--- src/invadersPkg.sv ---
/*
 * Invaders shared definitions
 * Move command, colour codes and the default 640x480 raster
 */
`default_nettype none

package invadersPkg;

   ////////////////////////////////////////////////////////////////////////////
   // Move stream and colour types
   ////////////////////////////////////////////////////////////////////////////

   // One step of the ship, one bit wide
   typedef enum logic [0:0] {
      moveLeft  = 1'b0,
      moveRight = 1'b1
   } moveT;

   typedef logic [2:0] colorT;                // Red in bit 2, blue in bit 0

   localparam colorT colorBlack = 3'b000;     // Background and blanking
   localparam colorT colorGreen = 3'b010;     // Invader row
   localparam colorT colorWhite = 3'b111;     // Ship

   ////////////////////////////////////////////////////////////////////////////
   // Default raster, 640x480 at 60 Hz with a 25 MHz pixel clock
   ////////////////////////////////////////////////////////////////////////////

   localparam logic [9:0] defHActive    = 10'd640;
   localparam logic [9:0] defHSyncStart = 10'd656;   // After front porch
   localparam logic [9:0] defHSyncEnd   = 10'd752;
   localparam logic [9:0] defHTotal     = 10'd800;

   localparam logic [9:0] defVActive    = 10'd480;
   localparam logic [9:0] defVSyncStart = 10'd490;
   localparam logic [9:0] defVSyncEnd   = 10'd492;
   localparam logic [9:0] defVTotal     = 10'd525;

   localparam int defCellShift = 5;           // 32 pixel cells, 20 x 15 grid

   // Stable samples before a button counts, about 2 ms at 25 MHz
   localparam logic [15:0] defDebounce = 16'd50000;

endpackage

`default_nettype wire

--- src/pixelIf.sv ---
/*
 * Raster link
 * Pixel position, blanking and raw syncs from the timing generator
 */
`timescale 1ns/1ps
`default_nettype none

interface pixelIf;
   logic [9:0] x;           // Pixel column
   logic [9:0] y;           // Scan line
   logic       active;      // Inside visible area
   logic       hsyncRaw;    // Active low
   logic       vsyncRaw;    // Active low
   logic       frameStart;  // Single cycle at (0,0)

   // Generator side
   modport timing (output x, y, active, hsyncRaw, vsyncRaw, frameStart);

   // Pixel colouring side
   modport render (input x, y, active, hsyncRaw, vsyncRaw);

   // Frame tick only, for game state updates
   modport frame (input frameStart);
endinterface

`default_nettype wire

--- src/vgaTiming.sv ---
/*
 * VGA raster timing
 * Free running pixel and line counters with sync, blanking and frame tick
 */
`timescale 1ns/1ps
`default_nettype none

module vgaTiming #(
   parameter logic [9:0] hActive    = invadersPkg::defHActive,
   parameter logic [9:0] hSyncStart = invadersPkg::defHSyncStart,
   parameter logic [9:0] hSyncEnd   = invadersPkg::defHSyncEnd,
   parameter logic [9:0] hTotal     = invadersPkg::defHTotal,
   parameter logic [9:0] vActive    = invadersPkg::defVActive,
   parameter logic [9:0] vSyncStart = invadersPkg::defVSyncStart,
   parameter logic [9:0] vSyncEnd   = invadersPkg::defVSyncEnd,
   parameter logic [9:0] vTotal     = invadersPkg::defVTotal
) (
   input  logic   dclk,
   input  logic   rstN,
   pixelIf.timing pix
);

   logic [9:0] hCount;       // Pixel within line
   logic [9:0] vCount;       // Line within frame
   logic       lineEnd;
   logic       frameEnd;

   assign lineEnd  = (hCount == hTotal - 10'd1);
   assign frameEnd = (vCount == vTotal - 10'd1);

   // Counters advance every clock, vertical steps at line wrap
   always_ff @(posedge dclk or negedge rstN) begin
      if (!rstN) begin
         hCount <= '0;
         vCount <= '0;
      end else if (lineEnd) begin
         hCount <= '0;
         vCount <= frameEnd ? 10'd0 : vCount + 10'd1;
      end else begin
         hCount <= hCount + 10'd1;
      end
   end

   ////////////////////////////////////////////////////////////////////////////
   // Decode from the counts
   ////////////////////////////////////////////////////////////////////////////

   assign pix.x          = hCount;
   assign pix.y          = vCount;
   assign pix.active     = (hCount < hActive) && (vCount < vActive);
   assign pix.hsyncRaw   = !((hCount >= hSyncStart) && (hCount < hSyncEnd));  // Low in window
   assign pix.vsyncRaw   = !((vCount >= vSyncStart) && (vCount < vSyncEnd));
   assign pix.frameStart = (hCount == 10'd0) && (vCount == 10'd0);

endmodule

`default_nettype wire

--- src/edgeDetectorDebounce.sv ---
/*
 * Button debouncer
 * Synchronises one button and pulses once per debounced press
 */
`timescale 1ns/1ps
`default_nettype none

module edgeDetectorDebounce #(
   parameter logic [15:0] debounceLen = invadersPkg::defDebounce
) (
   input  logic dclk,
   input  logic rstN,
   input  logic in,
   output logic detected
);

   logic [1:0]  syncQ;       // Two flop synchroniser
   logic        level;       // Synchronised button
   logic        state;       // Debounced button
   logic [15:0] stableCnt;   // Samples differing from state
   logic        settle;      // Level held long enough

   assign level  = syncQ[1];
   assign settle = (level != state) && (stableCnt == debounceLen - 16'd1);

   always_ff @(posedge dclk or negedge rstN) begin
      if (!rstN) begin
         syncQ <= '0;
      end else begin
         syncQ <= {syncQ[0], in};
      end
   end

   // Any bounce back to state restarts the count
   always_ff @(posedge dclk or negedge rstN) begin
      if (!rstN) begin
         state     <= 1'b0;
         stableCnt <= '0;
         detected  <= 1'b0;
      end else begin
         detected <= settle && level;   // Rising edge of debounced state only
         if (level == state) begin
            stableCnt <= '0;
         end else if (settle) begin
            state     <= level;
            stableCnt <= '0;
         end else begin
            stableCnt <= stableCnt + 16'd1;
         end
      end
   end

endmodule

`default_nettype wire

--- src/buttonPad.sv ---
/*
 * Button pad
 * Debounces left and right and offers one pending move at a time
 */
`timescale 1ns/1ps
`default_nettype none

module buttonPad #(
   parameter logic [15:0] debounceLen = invadersPkg::defDebounce
) (
   input  logic              dclk,
   input  logic              rstN,
   input  logic              left,
   input  logic              right,
   output logic              moveValid,
   input  logic              moveReady,
   output invadersPkg::moveT moveDir
);

   logic leftHit;            // Debounced press pulses
   logic rightHit;

   edgeDetectorDebounce #(.debounceLen(debounceLen)) leftDetector (
      .dclk     (dclk),
      .rstN     (rstN),
      .in       (left),
      .detected (leftHit)
   );

   edgeDetectorDebounce #(.debounceLen(debounceLen)) rightDetector (
      .dclk     (dclk),
      .rstN     (rstN),
      .in       (right),
      .detected (rightHit)
   );

   // Pending flag, presses while pending are lost
   always_ff @(posedge dclk or negedge rstN) begin
      if (!rstN) begin
         moveValid <= 1'b0;
      end else if (moveValid) begin
         if (moveReady) moveValid <= 1'b0;   // Transfer done
      end else if (leftHit || rightHit) begin
         moveValid <= 1'b1;
      end
   end

   // Direction held stable while pending, left wins a tie
   always_ff @(posedge dclk) begin
      if (!moveValid && (leftHit || rightHit)) begin
         moveDir <= leftHit ? invadersPkg::moveLeft : invadersPkg::moveRight;
      end
   end

endmodule

`default_nettype wire

--- src/moveFifo.sv ---
/*
 * Move command FIFO
 * Small circular buffer between the button pad and the ship
 */
`timescale 1ns/1ps
`default_nettype none

module moveFifo #(
   parameter int fifoDepth = 4
) (
   input  logic              dclk,
   input  logic              rstN,
   input  logic              inValid,
   output logic              inReady,
   input  invadersPkg::moveT inDir,
   output logic              outValid,
   input  logic              outReady,
   output invadersPkg::moveT outDir
);

   localparam int ptrW = (fifoDepth > 1) ? $clog2(fifoDepth) : 1;

   invadersPkg::moveT mem [fifoDepth];   // Entry storage

   logic [ptrW-1:0] wrPtr;
   logic [ptrW-1:0] rdPtr;
   logic [ptrW:0]   count;               // Occupancy, 0 to fifoDepth
   logic            push;
   logic            pop;

   assign inReady  = (count != (ptrW+1)'(fifoDepth));   // Low when full
   assign outValid = (count != '0);
   assign outDir   = mem[rdPtr];                       // Head entry
   assign push     = inValid && inReady;
   assign pop      = outValid && outReady;

   ////////////////////////////////////////////////////////////////////////////
   // Pointers and occupancy
   ////////////////////////////////////////////////////////////////////////////

   always_ff @(posedge dclk or negedge rstN) begin
      if (!rstN) begin
         wrPtr <= '0;
         rdPtr <= '0;
         count <= '0;
      end else begin
         if (push) begin
            wrPtr <= (wrPtr == ptrW'(fifoDepth - 1)) ? '0 : wrPtr + 1'b1;
         end
         if (pop) begin
            rdPtr <= (rdPtr == ptrW'(fifoDepth - 1)) ? '0 : rdPtr + 1'b1;
         end
         if (push && !pop)      count <= count + 1'b1;
         else if (pop && !push) count <= count - 1'b1;
      end
   end

   always_ff @(posedge dclk) begin
      if (push) mem[wrPtr] <= inDir;
   end

endmodule

`default_nettype wire

--- src/ship.sv ---
/*
 * Ship controller
 * Column register stepped by at most one queued move per frame
 */
`timescale 1ns/1ps
`default_nettype none

module ship #(
   parameter logic [9:0] hActive   = invadersPkg::defHActive,
   parameter int         cellShift = invadersPkg::defCellShift
) (
   input  logic              dclk,
   input  logic              rstN,
   pixelIf.frame             frame,
   input  logic              shipValid,
   output logic              shipReady,
   input  invadersPkg::moveT shipDir,
   output logic [4:0]        posH
);

   // Rightmost cell column of the grid
   localparam logic [9:0] numCols = hActive >> cellShift;
   localparam logic [4:0] lastCol = 5'(numCols - 10'd1);

   logic take;               // Move accepted this cycle

   assign shipReady = frame.frameStart;   // One pop slot per frame
   assign take      = shipValid && shipReady;

   // Updates at pixel (0,0), ship row sees new column all frame
   always_ff @(posedge dclk or negedge rstN) begin
      if (!rstN) begin
         posH <= '0;
      end else if (take) begin
         if (shipDir == invadersPkg::moveLeft) begin
            if (posH != 5'd0) posH <= posH - 5'd1;      // Clamp left edge
         end else begin
            if (posH != lastCol) posH <= posH + 5'd1;   // Clamp right edge
         end
      end
   end

endmodule

`default_nettype wire

--- src/formatVGA.sv ---
/*
 * Pixel renderer
 * Colours each pixel from the cell grid and registers it with the syncs
 */
`timescale 1ns/1ps
`default_nettype none

module formatVGA #(
   parameter int cellShift = invadersPkg::defCellShift
) (
   input  logic        dclk,
   input  logic        rstN,
   pixelIf.render      pix,
   input  logic [19:0] invArray,   // One bit per column
   input  logic [3:0]  invLine,    // Invader row
   input  logic [4:0]  shipX,      // Ship column
   output logic        red,
   output logic        green,
   output logic        blue,
   output logic        hsync,
   output logic        vsync
);

   localparam logic [4:0] numCols = 5'd20;   // Grid is 20 x 15 cells
   localparam logic [4:0] lastRow = 5'd14;   // Ship row

   logic [9:0]         colFull;     // x in cells
   logic [9:0]         rowFull;     // y in cells
   logic [4:0]         col;
   logic [4:0]         row;
   logic               invHere;
   logic               shipHere;
   invadersPkg::colorT color;       // Next pixel colour
   invadersPkg::colorT colorQ;

   assign colFull = pix.x >> cellShift;
   assign rowFull = pix.y >> cellShift;
   assign col     = colFull[4:0];
   assign row     = rowFull[4:0];

   // Guard column range so the invArray index stays legal
   assign invHere  = (row == {1'b0, invLine}) && (col < numCols) && invArray[col];
   assign shipHere = (row == lastRow) && (col == shipX);

   ////////////////////////////////////////////////////////////////////////////
   // Colour select, invaders over ship
   ////////////////////////////////////////////////////////////////////////////

   always_comb begin
      if (!pix.active)   color = invadersPkg::colorBlack;   // Blanking
      else if (invHere)  color = invadersPkg::colorGreen;
      else if (shipHere) color = invadersPkg::colorWhite;
      else               color = invadersPkg::colorBlack;
   end

   // Colour and syncs share one stage so they line up
   always_ff @(posedge dclk or negedge rstN) begin
      if (!rstN) begin
         colorQ <= invadersPkg::colorBlack;
         hsync  <= 1'b1;
         vsync  <= 1'b1;
      end else begin
         colorQ <= color;
         hsync  <= pix.hsyncRaw;
         vsync  <= pix.vsyncRaw;
      end
   end

   assign red   = colorQ[2];
   assign green = colorQ[1];
   assign blue  = colorQ[0];

endmodule

`default_nettype wire

--- src/invadersTop.sv ---
/*
 * Space Invaders display core
 * Raster timing, button driven ship and cell renderer for a VGA monitor
 */
`timescale 1ns/1ps
`default_nettype none

module invadersTop #(
   parameter logic [9:0]  hActive     = invadersPkg::defHActive,
   parameter logic [9:0]  hSyncStart  = invadersPkg::defHSyncStart,
   parameter logic [9:0]  hSyncEnd    = invadersPkg::defHSyncEnd,
   parameter logic [9:0]  hTotal      = invadersPkg::defHTotal,
   parameter logic [9:0]  vActive     = invadersPkg::defVActive,
   parameter logic [9:0]  vSyncStart  = invadersPkg::defVSyncStart,
   parameter logic [9:0]  vSyncEnd    = invadersPkg::defVSyncEnd,
   parameter logic [9:0]  vTotal      = invadersPkg::defVTotal,
   parameter int          cellShift   = invadersPkg::defCellShift,
   parameter logic [15:0] debounceLen = invadersPkg::defDebounce,
   parameter int          fifoDepth   = 4
) (
   input  logic        dclk,       // Pixel clock
   input  logic        rstN,
   input  logic        left,       // Raw buttons
   input  logic        right,
   input  logic [19:0] invArray,
   input  logic [3:0]  invLine,
   output logic        hsync,
   output logic        vsync,
   output logic        red,
   output logic        green,
   output logic        blue
);

   logic              moveValid;   // Pad to FIFO
   logic              moveReady;
   invadersPkg::moveT moveDir;
   logic              shipValid;   // FIFO to ship
   logic              shipReady;
   invadersPkg::moveT shipDir;
   logic [4:0]        posH;        // Ship column

   pixelIf pix ();

   vgaTiming #(
      .hActive (hActive), .hSyncStart (hSyncStart), .hSyncEnd (hSyncEnd), .hTotal (hTotal),
      .vActive (vActive), .vSyncStart (vSyncStart), .vSyncEnd (vSyncEnd), .vTotal (vTotal)
   ) vgaTiming1 (.dclk (dclk), .rstN (rstN), .pix (pix));

   buttonPad #(.debounceLen (debounceLen)) buttonPad1 (
      .dclk (dclk), .rstN (rstN), .left (left), .right (right),
      .moveValid (moveValid), .moveReady (moveReady), .moveDir (moveDir)
   );

   moveFifo #(.fifoDepth (fifoDepth)) moveFifo1 (
      .dclk (dclk), .rstN (rstN),
      .inValid (moveValid), .inReady (moveReady), .inDir (moveDir),
      .outValid (shipValid), .outReady (shipReady), .outDir (shipDir)
   );

   ship #(.hActive (hActive), .cellShift (cellShift)) ship1 (
      .dclk (dclk), .rstN (rstN), .frame (pix),
      .shipValid (shipValid), .shipReady (shipReady), .shipDir (shipDir), .posH (posH)
   );

   formatVGA #(.cellShift (cellShift)) formatVGA1 (
      .dclk (dclk), .rstN (rstN), .pix (pix),
      .invArray (invArray), .invLine (invLine), .shipX (posH),
      .red (red), .green (green), .blue (blue), .hsync (hsync), .vsync (vsync)
   );

endmodule

`default_nettype wire

--- config.mk ---
export PLATFORM = sky130hd
export DESIGN_NAME = invadersTop
export DESIGN_NICKNAME = d
export VERILOG_FILES = /design/src/invadersPkg.sv /design/src/pixelIf.sv /design/src/vgaTiming.sv /design/src/edgeDetectorDebounce.sv /design/src/buttonPad.sv /design/src/moveFifo.sv /design/src/ship.sv /design/src/formatVGA.sv /design/src/invadersTop.sv
export SDC_FILE = /design/constraint.sdc
export NUM_CORES = 1
export LEC_CHECK = 0
export ABC_AREA = 0
export BUFFER_PORTS_ARGS = -buffer_cell sky130_fd_sc_hd__buf_2
export CORE_MARGIN = 10
export CORE_UTILIZATION = 59
export DETAILED_ROUTE_END_ITERATION = 16
export PLACE_DENSITY = 0.8
export SYNTH_ARGS = -nofsm -noshare
export SYNTH_HDL_FRONTEND = slang
export SYNTH_HIERARCHICAL = 1
export SYNTH_SLANG_ARGS = --single-unit
--- constraint.sdc ---
create_clock -name dclk -period 3.2 [get_ports dclk]
set_input_delay 0 -clock dclk [delete_from_list [all_inputs] [get_ports dclk]]
set_output_delay 0 -clock dclk [all_outputs]
set_load 0.03 [all_outputs]
# == Yosys cells after proc, flatten, opt, wreduce, memory -nomap -nowiden ==
# Memories as Yosys holds them, arrays and structs flattened.
# Index checks and enable logic that the tools add are counted.
# word_totals
regBits,79
mem_bits_rw,4
in_bits,28
out_inout_bits,5
elab_cells,111
n_memories,1
# classes
addsub,10
order_cmp,8
n_eq_ne,16
mux,24
bitwise_logic,2
n_reduce_logical,31
# memory_table
memory,words,width,read_ports,rd_ports_with_merged_regs,wr,line_no,source
moveFifo1.mem,4,1,1,0,1,moveFifo.sv:23,invadersPkg::moveT mem [fifoDepth];
# ops
cell,n
$mux 16,4
$add 16x1->16 const B,2
$eq 16x16->1 const B,2
$add 10x1->10 const B,2
$eq 10x10->1 const B,2
$logic_not 10->1,2
$lt 10x10->1 const B,2
$lt 10x9->1 const B,2
$mux 10,2
$logic_and 1x1->1,16
$mux 3,5
$mux 5,3
$ge 10x10->1 const B,1
$ge 10x9->1 const B,1
$mux 1,7
$lt 5x6->1 const B,1
$add 5x1->5 const B,1
$bmux 1 s5,1
$eq 5x4->1,1
$eq 5x4->1 const B,1
$eq 5x5->1,1
$logic_not 1->1,5
$lt 5x5->1 const B,1
$ne 5x5->1 const B,1
other kinds (17),25

# == Longest topological paths before layout ==
# depth
depth_word,6
ltp_mapped,14
depth_no_buf,13

# == Modules after synthesis ==
# The synthesis kept the hierarchy.
# modules_own_cells
module,instances,cells_per_inst,area_each_um2,seq_area_each_um2
edgeDetectorDebounce,2,90,972.2,500.5
vgaTiming,1,108,1061.0,500.5
moveFifo,1,42,591.8,295.3
formatVGA,1,44,467.9,102.6
ship,1,32,342.8,125.1
buttonPad,1,7,81.3,55.1

# == Worst setup path before layout ==
# No wires, ideal clock.
# synth_timing
path_kind,register to register
from,register vgaTiming1.vCount[0] (netlist: vgaTiming1/pix.y[0])
to,register moveFifo1.count[1]
setup_time_ns,0.125
t_arrival_ns,2.664
required_time_ns,3.075
setup_slack_ns,0.412
path_stages_with_launch,13
path_buffers,1
synth_period_minus_slack_ns,2.788
cell_sequence,dfrtp_1 -> inv_1 -> ha_1 -> or4b_4 -> nor3_1 -> nand4_1 -> nor4_1 -> buf_4 -> nand2_4 -> ha_1 -> inv_1 -> fa_1 -> mux2_2
# synth_via
elab_chain_len,6
word_cells_on_any_way,8
cone_classes,mux: 1; reduce/logical: 7
# synth_lines
element,line_no,source
"start, declared",vgaTiming.sv:24,logic [9:0] vCount;
"start signal, assigned",vgaTiming.sv:38,vCount <= frameEnd ? 10'd0 : vCount + 10'd1;
$logic_not 10->1 *,vgaTiming.sv:53,assign pix.frameStart = (hCount == 10'd0) && (vCount == 10'd0);
$logic_and 1x1->1 *,vgaTiming.sv:53,
net pix.frameStart,pixelIf.sv:14,logic frameStart;
$logic_and 1x1->1 *,moveFifo.sv:35,assign pop = outValid && outReady;
$logic_not 1->1,moveFifo.sv:53,if (push && !pop) count <= count + 1'b1;
$logic_and 1x1->1,moveFifo.sv:53,
$mux 3 or $reduce_bool 2->1 (tied branches),--,
"end signal, assigned",moveFifo.sv:53,
"end signal, assigned",moveFifo.sv:54,else if (pop && !push) count <= count - 1'b1;
"end, declared",moveFifo.sv:27,logic [ptrW:0] count;
# The timed path passes the listed nets; every way through them passes the cells marked *.
# A chain may end at the register's enable or synchronous reset.

# == Worst setup path after layout ==
# Ends and elaborated chain as after synthesis.

==> flow_summary_export.csv <==
group,metric,value,unit
status,run_status,"completed",
synthesis,syn_inst,413,
clock_tree,clk_latency,0.35,ns
clock_tree,numCtsBuffers,9,
power,clkPwrFrac,43.4,%
placement,dp_hpwl,5.926,mm
global_routing,first_global_vias,3261,
setup_path,rr_endpoint,"moveFifo1/count[1]",
power,ir_drop,0.3281,mV
synthesis,ys_ff_latch,82,
power,p_int,0.001591,W
placement,routabilityCongestion,0.8422,
layout,drive_gt1_share,21.27,%
synthesis,synth_warnings,6,
route,vias_per_cell,5.649,
layout,fill_cells,566,
route,dr.pass1.iters,5,
synthesis,yosys.area.top_type,"dfrtp_1",
synthesis,synth_cell_types,64,
clock_tree,clk_path_buf_depth,2,
layout,final_nets,496,
sta,maxSlewViolCount,0,
layout,final_area,0.004989,sq mm
setup_path,reg2reg_depth,12,
synthesis,ys_seq_area_share,46.32,%
synthesis,synth_fp_nets,458,
placement,portBuffers,32,
sta,holdWs,0.08017,ns
route,ant_nets,0,
power,combPwrFrac,3.4,%
synthesis,synth_top_area_share,41.81,%
run,cap_violations,0,
floorplan,die-area,0.01150,sq mm
sta,rsz0062_at_grt,"false",
floorplan,core_area,0.007331,sq mm
setup_path,r2r_start,"vgaTiming1/pix.y[0]",
layout,area.growth.synth_to_final,11.12,%
setup_path,cp.arrival,3.25,ns
setup_path,path_max_fanout,4,
global_routing,grt_overflow,0,
synthesis,ys_async_sr_fraction,93.90,%
global_routing,antenna_found_initial,0,
global_routing,grt_use_total,15.44,%
hold_path,min_from,"invLine[0]",
sta,setup_slack,0.1806,ns
placement,place_area,0.004725,sq mm
route,wirelength,8.537,mm
synthesis,synthTopCellsByCount,"dfrtp_1 (75), nor2_1 (50), xnor2_1 (38)",
clock_tree,root_buffer,"clkbuf_8",
synthesis,synth_area,0.004489,sq mm
sta,timing.setup.tns,0,ns
hold_path,hold_class,"in -> reg",
clock_tree,cts_tree,"built",
synthesis,synth_area_leaders,"dfrtp_1 (42%), xnor2_1 (7.4%), ha_1 (4.2%)",
layout,n_antenna_cell,0,
floorplan,row_count,31,
sta,fin_skew,0.01084,ns
setup_path,crit_type,"reg -> reg",
synthesis,synth.most_common_cell,"dfrtp_1",
hold_path,min_to,"formatVGA1/colorQ[0]",
sta,fmax,0.3312,GHz
sta,worst_pin_slew,0.9770,ns
clock_tree,cts_hold_buf,3,
sta,hold_violations,0,
floorplan,die_w,107.2,um
power,p_per_area,400.7,mW/mm^2
route,routed-via-count,3135,
floorplan,die_y,107.2,um
clock_tree,clk_pin_slew,0.08,ns
setup_path,required,3.43,ns
floorplan,initial_core_util,61.24,%
power,p_switching,0.0004081,W
route,detail_route.wl_per_cell,15.38,um
synthesis,avgSynthCellArea,10.87,sq um
global_routing,grt_max_degree,78,
layout,regArea,0.002079,sq mm
route,dr.first_iter.drc_count,103,
power,leakagePower,2.245,nW
sta,finalSetupViolCount,0,
clock_tree,clock-sinks,82,
setup_path,cp-end-kind,"register",
clock_tree,cts.htree.levels,3,
layout,multi_input_area,0.002257,sq mm
clock_tree,cts_setup_buffers,0,
setup_path,cp-start-kind,"register",
synthesis,synth_edf_count,5,
setup_path,r2r_slack,0.18,ns
power,power_frac_seq,53.1,%
clock_tree,cts-resized-gates,0,
synthesis,synth_flop_cell,"dfrtp_1",
sta,fin_crit_sh,94.36,%
hold_path,min_path_cells,5,
route,route.detailed.drc,0,
global_routing,grt_pass1_wl,14.85,mm
floorplan,io_pins,33,
sta,max_slew_margin,34.87,%
power,switching_share,20.41,%
placement,pre_cts_ws,0.2128,ns
sta,fin_crit,3.019,ns
[cell usage in the layout, fill, tap and decap left out, types with 3 or more instances in the layout]
master         netlist  layout
nand3_1             18      18
inv_1               19      19
nor3_1              19      18
o21ai_1              3       3
nor4_2               4       4
and2_1               6       6
nand4_1             19      19
clkbuf_8             0      10
and3_1               5       5
mux2_4               3       3
buf_2                5      31
nand4_2              6       6
buf_4                3       5
ha_1                15      15
xor2_1              16      16
mux2_2               6       6
a21oi_1             13      13
edfxtp_1             5       5
nand2_1             12      12
and3_2               3       3
dfrtp_1             75      75
nor3b_1              4       4
clkbuf_1             0       3
nor2_1              50      50
dlygate4sd3_1        0       3
mux2i_1              4       4
mux4_2               3       3
xnor2_1             38      38
[sequential cells by signal, indices dropped and copies added (netlist names), 2 cells and up]
register / flops
formatVGA1/colorQ: 2
buttonPad1/rightDetector/stableCnt: 16
ship1/posH: 5
moveFifo1/count: 3
moveFifo1/wrPtr: 2
vgaTiming1/pix.x: 10
buttonPad1/leftDetector/stableCnt: 16
moveFifo1/rdPtr: 2
buttonPad1/rightDetector/syncQ: 2
moveFifo1/mem: 4
vgaTiming1/pix.y: 10
buttonPad1/leftDetector/syncQ: 2
[through the flow]
step                util [%]  power [W]  instances
detailed placement     64.45   0.001150        536
global route           68.05   0.002074        555
finish                 68.05   0.001999        555
floorplan                  -   0.001109        413
global placement       64.45   0.001147        536
CTS                    68.05   0.002019        555
[worst max path at each step]
stage | start | to | slack, ns
finish | vgaTiming1/pix.y[0] | moveFifo1/count[1] | 0.18
global route | vgaTiming1/pix.y[0] | moveFifo1/count[1] | 0.05
CTS | vgaTiming1/pix.y[0] | moveFifo1/count[1] | 0.17
detailed placement | vgaTiming1/pix.y[0] | moveFifo1/count[1] | 0.21
global placement | vgaTiming1/pix.y[0] | moveFifo1/count[1] | 0.33
floorplan | vgaTiming1/pix.y[0] | moveFifo1/count[1] | 0.41
[worst max-delay path, cell delays in order (launching register included)]
cell	delay, ns
dfrtp_1	0.41
inv_1	0.11
ha_1	0.16
or4b_4	0.47
nor3_1	0.17
nand4_1	0.13
nor4_1	0.26
buf_4	0.18
nand2_4	0.06
ha_1	0.20
inv_1	0.07
fa_1	0.41
mux2_2	0.28
[power groups by stage]
stage | combinational (W) | clock [W] | sequential [W]
global route | 0.0000790 | 0.000931 | 0.00106
floorplan | 0.0000280 | 0 | 0.00108
CTS | 0.0000703 | 0.000887 | 0.00106
detailed placement | 0.0000673 | 0 | 0.00108
global placement | 0.0000650 | 0 | 0.00108
finish | 0.0000683 | 0.000869 | 0.00106
[cell type report]
class / instances / area share [%]
clock buffers: 14 / 3.486
well taps: 99 / 2.483
repair buffers: 39 / 4.465
multi-input cells: 300 / 45.25
clock inverters: 2 / 1.204
inverters: 19 / 1.430
flip-flops and latches: 82 / 41.69
[cells by family after synthesis]
family                     after synthesis  synth area share (%)
muxes                                   17                 5.490
and+or+nand+nor                        176                 23.52
DFF                                     82                 46.32
xor gates and xnor gates                54                 10.54
buffers and inverters                   31                 3.511
adders and majority gates               17                 5.072
AOI/OAI and AO/OA                       36                 5.546
[routing by layer]
layer	GRT usage, %	part of all wire, %	vias up
met5	0	0	-
met4	4.062	0.98	0
met3	5.090	5.4	8
met2	26.31	50	58
met1	18.25	44	1534
li1	-	-	1535
Power figures use the tool's default switching activity.
